## src/verilog/wisc_params.svh

```systemverilog
`ifndef WISC_PARAMS_SVH
`define WISC_PARAMS_SVH

// Data and instruction width
`define WORD_W 16

`define REG_AW 3
`define IMEM_AW 8
`define DMEM_AW 8

`endif

```

## src/verilog/regFile.sv

```systemverilog
`timescale 1ns/1ps
`include "wisc_params.svh"

module regFile (
    input  logic               clk,
    input  logic               rstN,
    input  logic [`REG_AW-1:0] rdAddrA,
    input  logic [`REG_AW-1:0] rdAddrB,
    output logic [`WORD_W-1:0] rdA,
    output logic [`WORD_W-1:0] rdB,
    input  logic               wrEn,
    input  logic [`REG_AW-1:0] wrAddr,
    input  logic [`WORD_W-1:0] wrData
);

    logic [`WORD_W-1:0] regs [0:(1 << `REG_AW)-1];

    always_ff @(posedge clk) begin
        if (!rstN) begin
            for (int i = 0; i < (1 << `REG_AW); i++) begin
                regs[i] <= '0;
            end
        end else if (wrEn) begin
            regs[wrAddr] <= wrData;
        end
    end

    // Reads see the old value until the edge
    assign rdA = regs[rdAddrA];
    assign rdB = regs[rdAddrB];

endmodule

```

## config.mk

```make
export PLATFORM = sky130hd
export DESIGN_NAME = regFile
export DESIGN_NICKNAME = d
export VERILOG_FILES = /design/src/verilog/regFile.sv
export VERILOG_INCLUDE_DIRS = /design/src /design/src/verilog
export SDC_FILE = /design/constraint.sdc
export NUM_CORES = 1
export LEC_CHECK = 0
export ABC_AREA = 1
export BUFFER_PORTS_ARGS = -buffer_cell sky130_fd_sc_hd__buf_2
export CORE_MARGIN = 3
export CORE_UTILIZATION = 35
export DETAILED_ROUTE_END_ITERATION = 12
export MAX_ROUTING_LAYER = met4
export PLACE_DENSITY = 0.55
export SLEW_MARGIN = 10
export SYNTH_ARGS = -nofsm -noshare
export SYNTH_HDL_FRONTEND = slang
export SYNTH_SLANG_ARGS = --single-unit
export TNS_END_PERCENT = 10
```

## constraint.sdc

```tcl
create_clock -name clk -period 1.9 [get_ports clk]
set_clock_uncertainty 0.1 [all_clocks]
set_input_delay 0.095 -clock clk [delete_from_list [all_inputs] [get_ports clk]]
set_output_delay 0.095 -clock clk [all_outputs]
set_load 0.01 [all_outputs]
```

======== After elaboration in Yosys (flattened, before gate mapping) ========
Memories as Yosys holds them, arrays and structs flattened.
Cells that the tools add are included.
operators by class
  reduce and logical (&&, ||, !) cells .... 1
  multipliers ............................. 0
  shift-type cells ........................ 0
  bitwise logic cells ..................... 0
  eq/ne operators ......................... 0
  add/subtract/negate cells ............... 0
  $lt $le $gt $ge ......................... 0
  div/mod/pow operators ................... 0
  multiplexer cells ....................... 7
operators by type and width
  operator             number
  2-to-1 mux 16 bit    1
  OR reduction 16 bit  1
  2-to-1 mux 1 bit     5
  2-to-1 mux 3 bit     1
storage, ports and cells
  register bits ........................... 0
  output and inout port bits .............. 32
  ROM bits ................................ 0
  memories ................................ 1
  bits in writable memories ............... 128
  latch bits .............................. 0
memory list
  name  words  bits a word  rd ports  clocked after Yosys merged registers in  wr ports  RTL line       source
  regs  8      16           2         0                                        8         regFile.sv:16  logic [`WORD_W-1:0] regs [0:(1 << `REG_AW)-1];

======== Longest topological paths before layout ========
Gate-level depths: netlist (run 1).
  depth in word-level cells ............... 5
  gate-level depth with buffers ........... 7

======== Worst setup path after synthesis (run 1) ========
Ideal clock, no wire load.
  kind .................................... input-to-reg
  from .................................... input port rstN
  to ...................................... memory regs[0][0] (netlist name) (enable)
  library setup time ...................... 0.372 ns
  arrival time ............................ 1.065 ns
  required time ........................... 1.428 ns
  cell stages on the path ................. 6
  setup slack ............................. 0.363 ns
  cell sequence ........................... buf_4 nand2_4 nor2_4 nand2_2 buf_6 nand2_1
RTL lines
  item             RTL line       source
  start, declared  regFile.sv:6   input logic rstN,
  end, declared    regFile.sv:16

==> results of run 1 <==
[metal layers]
layer | global-route usage [%] | part of all wire (%)
met3 | 3.52 | 6.0
met4 | 7.13 | 2.4
met1 | 29.6 | 46
met5 | - | 0
met2 | 32.3 | 46
[Yosys cell counts (2+ instances only)]
library cell	n
nor2_1	131
nand3_1	128
inv_2	2
edfxtp_1	128
buf_1	2
buf_2	26
buf_6	8
clkbuf_1	18
nand2_2	8
nor2_4	2
nand2_1	425
inv_1	152
[worst min-delay path, stage by stage]
cell and delay [ns]:
buf_2 0.08, inv_1 0.12, nor2_1 0.12
[final timing paths]
| kind | startpoint | end | cells after the start |
|---|---|---|---|
| worst max-delay path | regs[3][7]$_SDFFCE_PN0P_ | rdB[7] | 7 |
| worst min-delay path | wrData[5] | regs[7][5]$_SDFFCE_PN0P_ | 3 |
[cells by family (layout without fill, tap and decap cells)]
| family | after synthesis | in the layout | synth area share [%] |
|---|---|---|---|
| and+or+nand+nor | 695 | 695 | 37.3 |
| buffers and inverters | 209 | 281 | 11.7 |
| DFF | 128 | 128 | 51.0 |
[layout make-up]
class	instances	area share (%)
Clock inverter	11	0.845
Sequential cell	128	44.0
Timing Repair Buffer	96	7.45
Clock buffer	20	5.00
Inverter	154	6.62
Tap cell	275	3.94
Multi-Input combinational cell	695	32.2
[report_power, final]
| part | switching [mW] | internal [mW] |
|---|---|---|
| Sequential | 0.0462 | 3.28 |
| Combinational | 0.795 | 0.355 |
| Clock | 1.15 | 1.75 |
[cells in the final DEF, fill, tap and decap left out]
cell type / instances
clkbuf_16: 17
nor2_4: 2
bufinv_16: 1
buf_4: 30
clkinvlp_4: 1
edfxtp_1: 128
buf_2: 59
nand2_2: 8
clkinv_2: 2
dlygate4sd3_1: 1
nand3_1: 128
nand2_1: 425
nor2_1: 131
buf_12: 6
inv_1: 152
nand2_4: 1
clkinv_1: 7
inv_2: 2
clkbuf_1: 3
[per-stage QoR]
stage                     util (%)  cells  power [mW]  setup WS (ns)  hold WS (ns)
after floorplan                  -   1032        4.09          0.363         0.283
after global placement        39.0   1347        4.53          0.500         0.421
after detailed placement      39.0   1347        4.53          0.476         0.431
after CTS                     41.4   1379        7.43          0.272       0.00277
after global routing          41.4   1379        7.70          0.162        0.0275
final                         41.4   1379        7.38          0.295       0.00832
==> flow_metrics.env, run 1 <==
export IMPL_period_minus_slack_ns=1.60
export IMPL_die_w_um=153
export IMPL_crit_path_end_kind="primary output"
export IMPL_hold_viol_final=0
export IMPL_placed_area_um2=8220
export IMPL_place_gp_congestion=0.831
export IMPL_first_global_vias=6517
export IMPL_largest_reg_flops=128
export IMPL_cpPeakStageDelay_ns=0.36
export IMPL_pin_count=60
export IMPL_post_route_drc_count=0
export IMPL_slew_violations=0
export IMPL_io_buffers=59
export IMPL_ys_ff_latch=128
export IMPL_gr_total_overflow=0
export IMPL_coreArea_um2=21100
export IMPL_yosysTopAreaCell="edfxtp_1"
export IMPL_syn_to_final_growth_pct=16.0
export IMPL_fmax_ghz=0.623
export IMPL_async_reset_ff_share_pct=0
export IMPL_antenna_found_initial=0
export IMPL_critical_path_class="reg -> out"
export IMPL_finalSetupViolCount=0
export IMPL_cts_hold_buf=1
export IMPL_synth_area_per_cell_um2=7.30
export IMPL_fin_area_um2=8740
export IMPL_seq_area_um2=3840
export IMPL_n_antenna_cell=0
export IMPL_p_per_area_nw_per_um2=845
export IMPL_largestRegisters="regs x128"
export IMPL_cts_repair_resized=0
export IMPL_syn_cell_area_um2=7540
export IMPL_cp_start_kind="register"
export IMPL_cp_top_family="simple AND/OR/NAND/NOR gates"
export IMPL_top_register="regs"
export IMPL_clockBufferDepth=2
export IMPL_path_max_fanout=2
export IMPL_synthTopCellsByArea="edfxtp_1 (51%), nand2_1 (21%), nand3_1 (8.5%)"
export IMPL_cp_arrival_ns=1.41
export IMPL_via_per_inst=4.90
export IMPL_cp_common_cell="nand2_1"
export IMPL_ant_nets=0
export IMPL_yosysSeqAreaShare_pct=51.0
export IMPL_slew_headroom_pct=68.5
export IMPL_rsz0062_at_grt="false"
export IMPL_cp_slowest_cell="edfxtp_1"
export IMPL_cts_buffers=17
export IMPL_htree_levels=4
export IMPL_grt_usage_pct=21.4
export IMPL_vdd_drop_max_v=0.000652
export IMPL_cts_tree="yes"
export IMPL_wl_mm=23.9
export IMPL_drive_gt1_share_pct=11.7
export IMPL_outcome="finished, final reports clean"
export IMPL_synth_edf_count=128
export IMPL_vias=6754
export IMPL_grt_max_degree=65
export IMPL_syn_instance_count=1032
export IMPL_n_fill_cell=2243
export IMPL_grt_first_pass_wirelength_mm=37.5
export IMPL_critical_path_buf_inv_count=2
export IMPL_yosysWarnings=0
export IMPL_fp_dieH_um=153
export IMPL_cts_root_buf="clkbuf_16"
export IMPL_crit_chain="inv_1 > nand2_1 > nand3_1 > nand2_1 > nand2_1 > nand2_1 > buf_2"
export IMPL_wl_per_cell_um=17.4
export IMPL_nets=1120
export IMPL_multiInputGateArea_um2=2810
export IMPL_dp_hpwl_mm=14.7
export IMPL_synth_top_area_share_pct=51.0
export IMPL_cts_setup_buffers=0
export IMPL_first_pass_iters=5
export IMPL_clk_pin_slew_worst_paths_ns=0.06
export IMPL_drt_iter0_markers=606
export IMPL_dieArea_um2=23300
export IMPL_synth_flop_cell="edfxtp_1"
export IMPL_fin_crit_sh_pct=84.5
export IMPL_worstMarginPinSlew_ns=0.472
export IMPL_holdCritPathClass="in -> reg"
export IMPL_cts_sinks=128
export IMPL_floorplan_initialDensity_pct=35.7
export IMPL_power_leakage_nw=4.45
export IMPL_drv_cap=0
export IMPL_num_rows=53
export IMPL_synth_distinct_cells=14
export IMPL_finalSetupTns_ns=0
export IMPL_syn_nets=1060
export IMPL_cp_required_ns=1.70
No activity file was read; power rests on OpenSTA's default activity.
==> run 2: changes to the inputs <==
ABC_AREA = 0   (was 1)
PLACE_DENSITY = 0.56   (was 0.55)
clock period = 1.6 ns   (was 1.9 ns; I/O delays follow)
==> run 2 against run 1 <==
Compared with the run above:
- the flow now finishes with violations (setup timing)
- clock power rose by 43%
- final cell count fell by 44%
- critical path depth fell by 4
- synthesized cell count fell by 58%
- clock-buffer cell count fell by 3
- global-route usage fell by 3.9 points
- largest power group is now clock
- sequential cell count did not move
- die area fell by 8.4%
- core utilization rose by 3.3 points
- area after synthesis fell by 8.7%
- critical path type unchanged
- sequential power rose by 20%
==> flow_metrics.env, run 2 <==
export IMPL_place_gp_congestion=0.726
export IMPL_worstMarginPinSlew_ns=0.402
export IMPL_yosysTopAreaCell="edfxtp_1"
export IMPL_cpPeakStageDelay_ns=0.49
export IMPL_drt_iter0_markers=436
export IMPL_synth_area_per_cell_um2=16.0
export IMPL_yosysSeqAreaShare_pct=55.9
export IMPL_synthXorXnorAreaFrac_pct=0
export IMPL_syn_cell_area_um2=6880
export IMPL_post_route_drc_count=0
export IMPL_grt_first_pass_wirelength_mm=27.6
export IMPL_power_leakage_nw=2.83
export IMPL_first_pass_iters=5
export IMPL_syn_to_final_growth_pct=23.7
export IMPL_largestRegisters="regs x128"
export IMPL_vias=4329
export IMPL_crit_path_end_kind="primary output"
export IMPL_path_max_fanout=2
export IMPL_synth_flop_cell="edfxtp_1"
export IMPL_wl_mm=17.8
export IMPL_p_per_area_nw_per_um2=1130
export IMPL_ys_ff_latch=128
export IMPL_critical_path_class="reg -> out"
export IMPL_gr_total_overflow=0
export IMPL_clk_pin_slew_worst_paths_ns=0.06
export IMPL_io_buffers=59
export IMPL_synthTopCellsByCount="edfxtp_1 (128), nor3_1 (128), mux4_1 (56), mux2_2 (32), clkbuf_1 (27)"
export IMPL_grt_usage_pct=17.6
export IMPL_outcome="finished, violations left"
export IMPL_crit_chain="mux4_2 > mux2_4 > buf_6"
export IMPL_n_antenna_cell=0
export IMPL_hold_viol_final=0
export IMPL_synth_compound_area_share_pct=0.582
export IMPL_htree_levels=4
export IMPL_die_w_um=146
export IMPL_holdCritPathClass="in -> reg"
export IMPL_cp_arrival_ns=1.75
export IMPL_pin_count=60
export IMPL_floorplan_initialDensity_pct=36.2
export IMPL_cts_buffers=17
export IMPL_slew_violations=0
export IMPL_synthTopCellsByArea="edfxtp_1 (56%), mux4_1 (21%), nor3_1 (9.3%)"
export IMPL_finalSetupViolCount=32
export IMPL_coreArea_um2=19000
export IMPL_cp_slowest_cell="mux4_2"
export IMPL_largest_reg_flops=128
export IMPL_hold_ws_ns=0.0471
export IMPL_top_register="regs"
export IMPL_antenna_found_initial=0
export IMPL_clockBufferDepth=2
export IMPL_drv_cap=0
export IMPL_drive_gt1_share_pct=44.3
export IMPL_finalNonFillerCells=768
export IMPL_violations="setup timing"
export IMPL_async_reset_ff_share_pct=0
export IMPL_finalPower_mw=9.61
export IMPL_n_fill_cell=1720
export IMPL_synth_distinct_cells=17
export IMPL_seq_area_um2=3840
export IMPL_cts_tree="yes"
export IMPL_cp_required_ns=1.42
export IMPL_dp_cells=737
export IMPL_syn_nets=458
export IMPL_grt_max_degree=47
export IMPL_yosysWarnings=0
export IMPL_via_per_inst=5.64
export IMPL_synth_edf_count=128
export IMPL_fp_dieH_um=146
export IMPL_vdd_drop_max_v=0.000715
export IMPL_crit_start="regs[5][0]$_SDFFCE_PN0P_"
export IMPL_nets=524
export IMPL_hold_start="wrData[13]"
export IMPL_fin_crit_sh_pct=121
export IMPL_synth_area_mux_share_pct=29.3
export IMPL_wl_per_cell_um=23.2
export IMPL_num_rows=50
export IMPL_fmax_ghz=0.517
export IMPL_fin_ws_ns=-0.333
export IMPL_layout_common_cells="nor3_1 (128), edfxtp_1 (128), mux4_2 (58)"
export IMPL_synth_top_family_by_area="multiplexers"
export IMPL_finalSetupTns_ns=-8.93
export IMPL_first_global_vias=4651
export IMPL_dp_hpwl_mm=11.1
export IMPL_synth_top_area_share_pct=55.9
export IMPL_syn_instance_count=430
export IMPL_cts_sinks=128
export IMPL_multiInputGateArea_um2=2710
export IMPL_period_minus_slack_ns=1.93
export IMPL_ant_nets=0
export IMPL_synth_adder_area_share_pct=0
export IMPL_cts_root_buf="clkbuf_16"
export IMPL_rsz0062_at_grt="true"
export IMPL_slew_headroom_pct=73.2
export IMPL_dieArea_um2=21400
export IMPL_synth_simple_area_share_pct=9.83
export IMPL_cp_start_kind="register"
run 2: repair_timing:
| action | in CTS | in global routing |
|---|---|---|
| gates resized for setup | 82 | 16 |
| hold buffers | 0 | 0 |
| setup buffers | 0 | 0 |
| endpoints found under the setup margin | 32 | 32 |
run 2: power by group:
part | total, mW | internal [mW] | switching (mW)
registers | 4.01 | 3.91 | 0.108
logic | 1.44 | 0.761 | 0.679
clock network | 4.15 | 2.76 | 1.40
run 2: cells by family (layout without fill, tap and decap cells):
kind of cell | Yosys count | in the layout
buf+inv | 64 | 142
compound gates | 8 | 8
simple gates | 134 | 134
mux | 96 | 96
flops | 128 | 128
run 2: final timing paths:
check	slack (ns)	to	cells after the start
max	-0.33	rdB[0]	3
min	0.05	regs[0][13]$_SDFFCE_PN0P_	3
run 2: layer usage:
layer  vias up  track usage (%)  routed length [µm]
met2       169             28.7                9070
met5         -                -                   0
met3        27             3.23                 945
met4         0             5.60                 346
li1       1893                -                   -
met1      2240             22.3                7450
run 2: metrics by stage:
| stage | util [%] | setup slack, ns | area [µm²] |
|---|---|---|---|
| CTS | 44.6 | -0.339 | 8490 |
| global placement | 41.0 | -0.0424 | 7800 |
| finish | 44.7 | -0.333 | 8510 |
| global route | 44.7 | -0.375 | 8510 |
| detailed placement | 41.0 | -0.0627 | 7800 |
| floorplan | - | 0.0363 | 6970 |
run 2: critical path: cells and delay by family (launching register included):
family,cells,cell delay [ns]
flops,1,0.42
buf+inv,1,0.13
mux,2,0.79
run 2: layout make-up:
type,instances,share of cell area [%]
multi-input cells,238,31.9
clock inverters,14,2.52
clock buffers,17,5.00
repair buffers,95,10.9
inverters,16,0.706
well taps,260,3.82
flip-flops and latches,128,45.2
==> run 3: changes to the inputs <==
PLACE_DENSITY = 0.57   (was 0.56)
clock period = 1.67 ns   (was 1.6 ns; I/O delays follow)
==> run 3 against run 2 <==
Compared with the run above:
- the run still ends with setup timing left
- hold slack lost 0.0039 ns
- clock power shrank 5.8%
- first-iteration DRC count shrank 25%
- core utilization shrank 1.0 points
- sequential share of layout area grew 1.0 points
- sequential cell count is the same
- final area shrank 2.3%
- routed wire length shrank 1.7%
- highest routed layer unchanged
==> flow_metrics.env, run 3 (synthesis gave the netlist of run 2 again) <==
export IMPL_dp_cells=727
export IMPL_place_gp_congestion=0.749
export IMPL_drive_gt1_share_pct=42.9
export IMPL_dieArea_um2=21400
export IMPL_io_buffers=59
export IMPL_drt_iter0_markers=329
export IMPL_internal_power_mw=7.07
export IMPL_largestRegisters="regs x128"
export IMPL_outcome="finished, violations left"
export IMPL_cts_buffers=17
export IMPL_worstMarginPinSlew_ns=0.551
export IMPL_power_leakage_nw=2.74
export IMPL_drv_cap=0
export IMPL_gr_total_overflow=0
export IMPL_die_w_um=146
export IMPL_swShare_pct=22.3
export IMPL_fin_ws_ns=-0.252
export IMPL_finalSetupTns_ns=-6.77
export IMPL_hold_path_depth=3
export IMPL_slew_violations=0
export IMPL_largest_reg_flops=128
export IMPL_n_antenna_cell=0
export IMPL_floorplan_initialDensity_pct=36.2
export IMPL_coreArea_um2=19000
export IMPL_post_route_drc_count=0
export IMPL_via_per_inst=5.54
export IMPL_cp_arrival_ns=1.74
export IMPL_antenna_found_initial=0
export IMPL_fmax_ghz=0.520
export IMPL_dp_hpwl_mm=10.3
export IMPL_cp_required_ns=1.49
export IMPL_cp_start_kind="register"
export IMPL_grt_usage_pct=17.4
export IMPL_ant_nets=0
export IMPL_min_to="regs[0][7]$_SDFFCE_PN0P_"
export IMPL_pin_count=60
export IMPL_finalNonFillerCells=759
export IMPL_period_minus_slack_ns=1.92
export IMPL_first_global_vias=4663
export IMPL_clockPowerShare_pct=43.0
export IMPL_vdd_drop_max_v=0.000639
export IMPL_seq_power_share_pct=42.4
export IMPL_wl_per_cell_um=23.1
export IMPL_violations="setup timing"
export IMPL_crit_path_end_kind="primary output"
export IMPL_top_register="regs"
export IMPL_p_switching_mw=2.02
export IMPL_first_pass_iters=5
export IMPL_cts_setup_buffers=0
export IMPL_layout_common_cells="nor3_1 (128), edfxtp_1 (128), mux4_2 (64)"
export IMPL_fp_dieH_um=146
export IMPL_fin_area_um2=8320
export IMPL_grt_first_pass_wirelength_mm=27.2
export IMPL_finalPower_mw=9.09
export IMPL_clockBufferDepth=2
export IMPL_cts_root_buf="clkbuf_16"
export IMPL_rsz0062_at_grt="true"
export IMPL_grt_max_degree=47
export IMPL_combPwrFrac_pct=14.6
export IMPL_cts_tree="yes"
export IMPL_p_per_area_nw_per_um2=1090
export IMPL_wl_mm=17.5
export IMPL_finalSetupViolCount=32
export IMPL_clk_pin_slew_worst_paths_ns=0.05
export IMPL_vias=4207
export IMPL_nets=514
export IMPL_placed_area_um2=7640
export IMPL_holdCritPathClass="in -> reg"
export IMPL_hold_start="wrData[7]"
export IMPL_cts_sinks=128
export IMPL_n_fill_cell=1724
export IMPL_slew_headroom_pct=63.3
export IMPL_fin_crit_sh_pct=115
export IMPL_syn_to_final_growth_pct=20.9
export IMPL_critical_path_class="reg -> out"
export IMPL_hold_viol_final=0
export IMPL_path_max_fanout=2
export IMPL_htree_levels=4
export IMPL_num_rows=50
## run 3: cell types whose count changed in the layout (fill, tap and decap cells not counted), moves of 2 or more
cell and change:
mux2_4 +4, buf_4 -9, clkinv_4 -2, mux2_2 -4, mux4_2 +6, o21ai_1 +4, clkinv_1 +3, inv_6 -2
o21ai_2 +4, o21ai_4 -8, mux4_1 -6
## run 3: layer usage
| metal | GRT usage (%) | up-vias | share of wire, % |
|---|---|---|---|
| li1 | - | 1865 | - |
| met1 | 20.0 | 2180 | 39 |
| met2 | 30.6 | 146 | 55 |
| met3 | 3.88 | 16 | 5.0 |
| met4 | 5.08 | 0 | 1.2 |
| met5 | - | - | 0 |
## run 3: area by class of cell
cell class                      instances  area [µm²]  area share, %
Clock inverter                         14         195           2.35
Clock buffer                           18         429           5.16
Multi-Input combinational cell        238        2630           31.6
Inverter                               16        60.1          0.722
Tap cell                              260         325           3.91
Sequential cell                       128        3840           46.2
Timing Repair Buffer                   85         835           10.0
## run 3: critical path, stage by stage (launching register included)
cell,delay [ns]
edfxtp_1,0.41
mux4_2,0.50
mux2_4,0.30
buf_6,0.12
## run 3: power groups by stage
stage	registers, mW	clock network [mW]	logic (mW)
after floorplan	3.85	0	0.714
after global placement	3.87	0	1.12
after detailed placement	3.90	0	1.13
after CTS	3.85	3.97	1.33
after global routing	3.88	4.11	1.42
final	3.85	3.91	1.33
## run 3: worst max path at each step
stage	start	cells after the start	slack, ns	to
after global placement	rdAddrB[0]	5	0.03	rdB[13]
after floorplan	rstN	4	-0.21	regs[7][0]$_SDFFCE_PN0P_
after global routing	regs[5][1]$_SDFFCE_PN0P_	3	-0.29	rdB[1]
after CTS	regs[5][0]$_SDFFCE_PN0P_	3	-0.27	rdB[0]
after detailed placement	rdAddrA[0]	5	0.007	rdA[13]
final	regs[1][1]$_SDFFCE_PN0P_	3	-0.25	rdB[1]
## run 3: metrics by stage
stage / hold slack (ns) / setup slack (ns) / utilization, %
final: 0.0431 / -0.252 / 43.7
after global routing: 0.0433 / -0.293 / 43.7
after CTS: 0.0310 / -0.275 / 43.8
after detailed placement: 0.467 / 0.00696 / 40.2
after global placement: 0.463 / 0.0343 / 40.2
after floorplan: 0.318 / -0.206 / -
## run 3: repair_timing
item	in CTS	in global routing
setup endpoints to repair	32	32
hold buffers	0	0
resized for setup	95	12
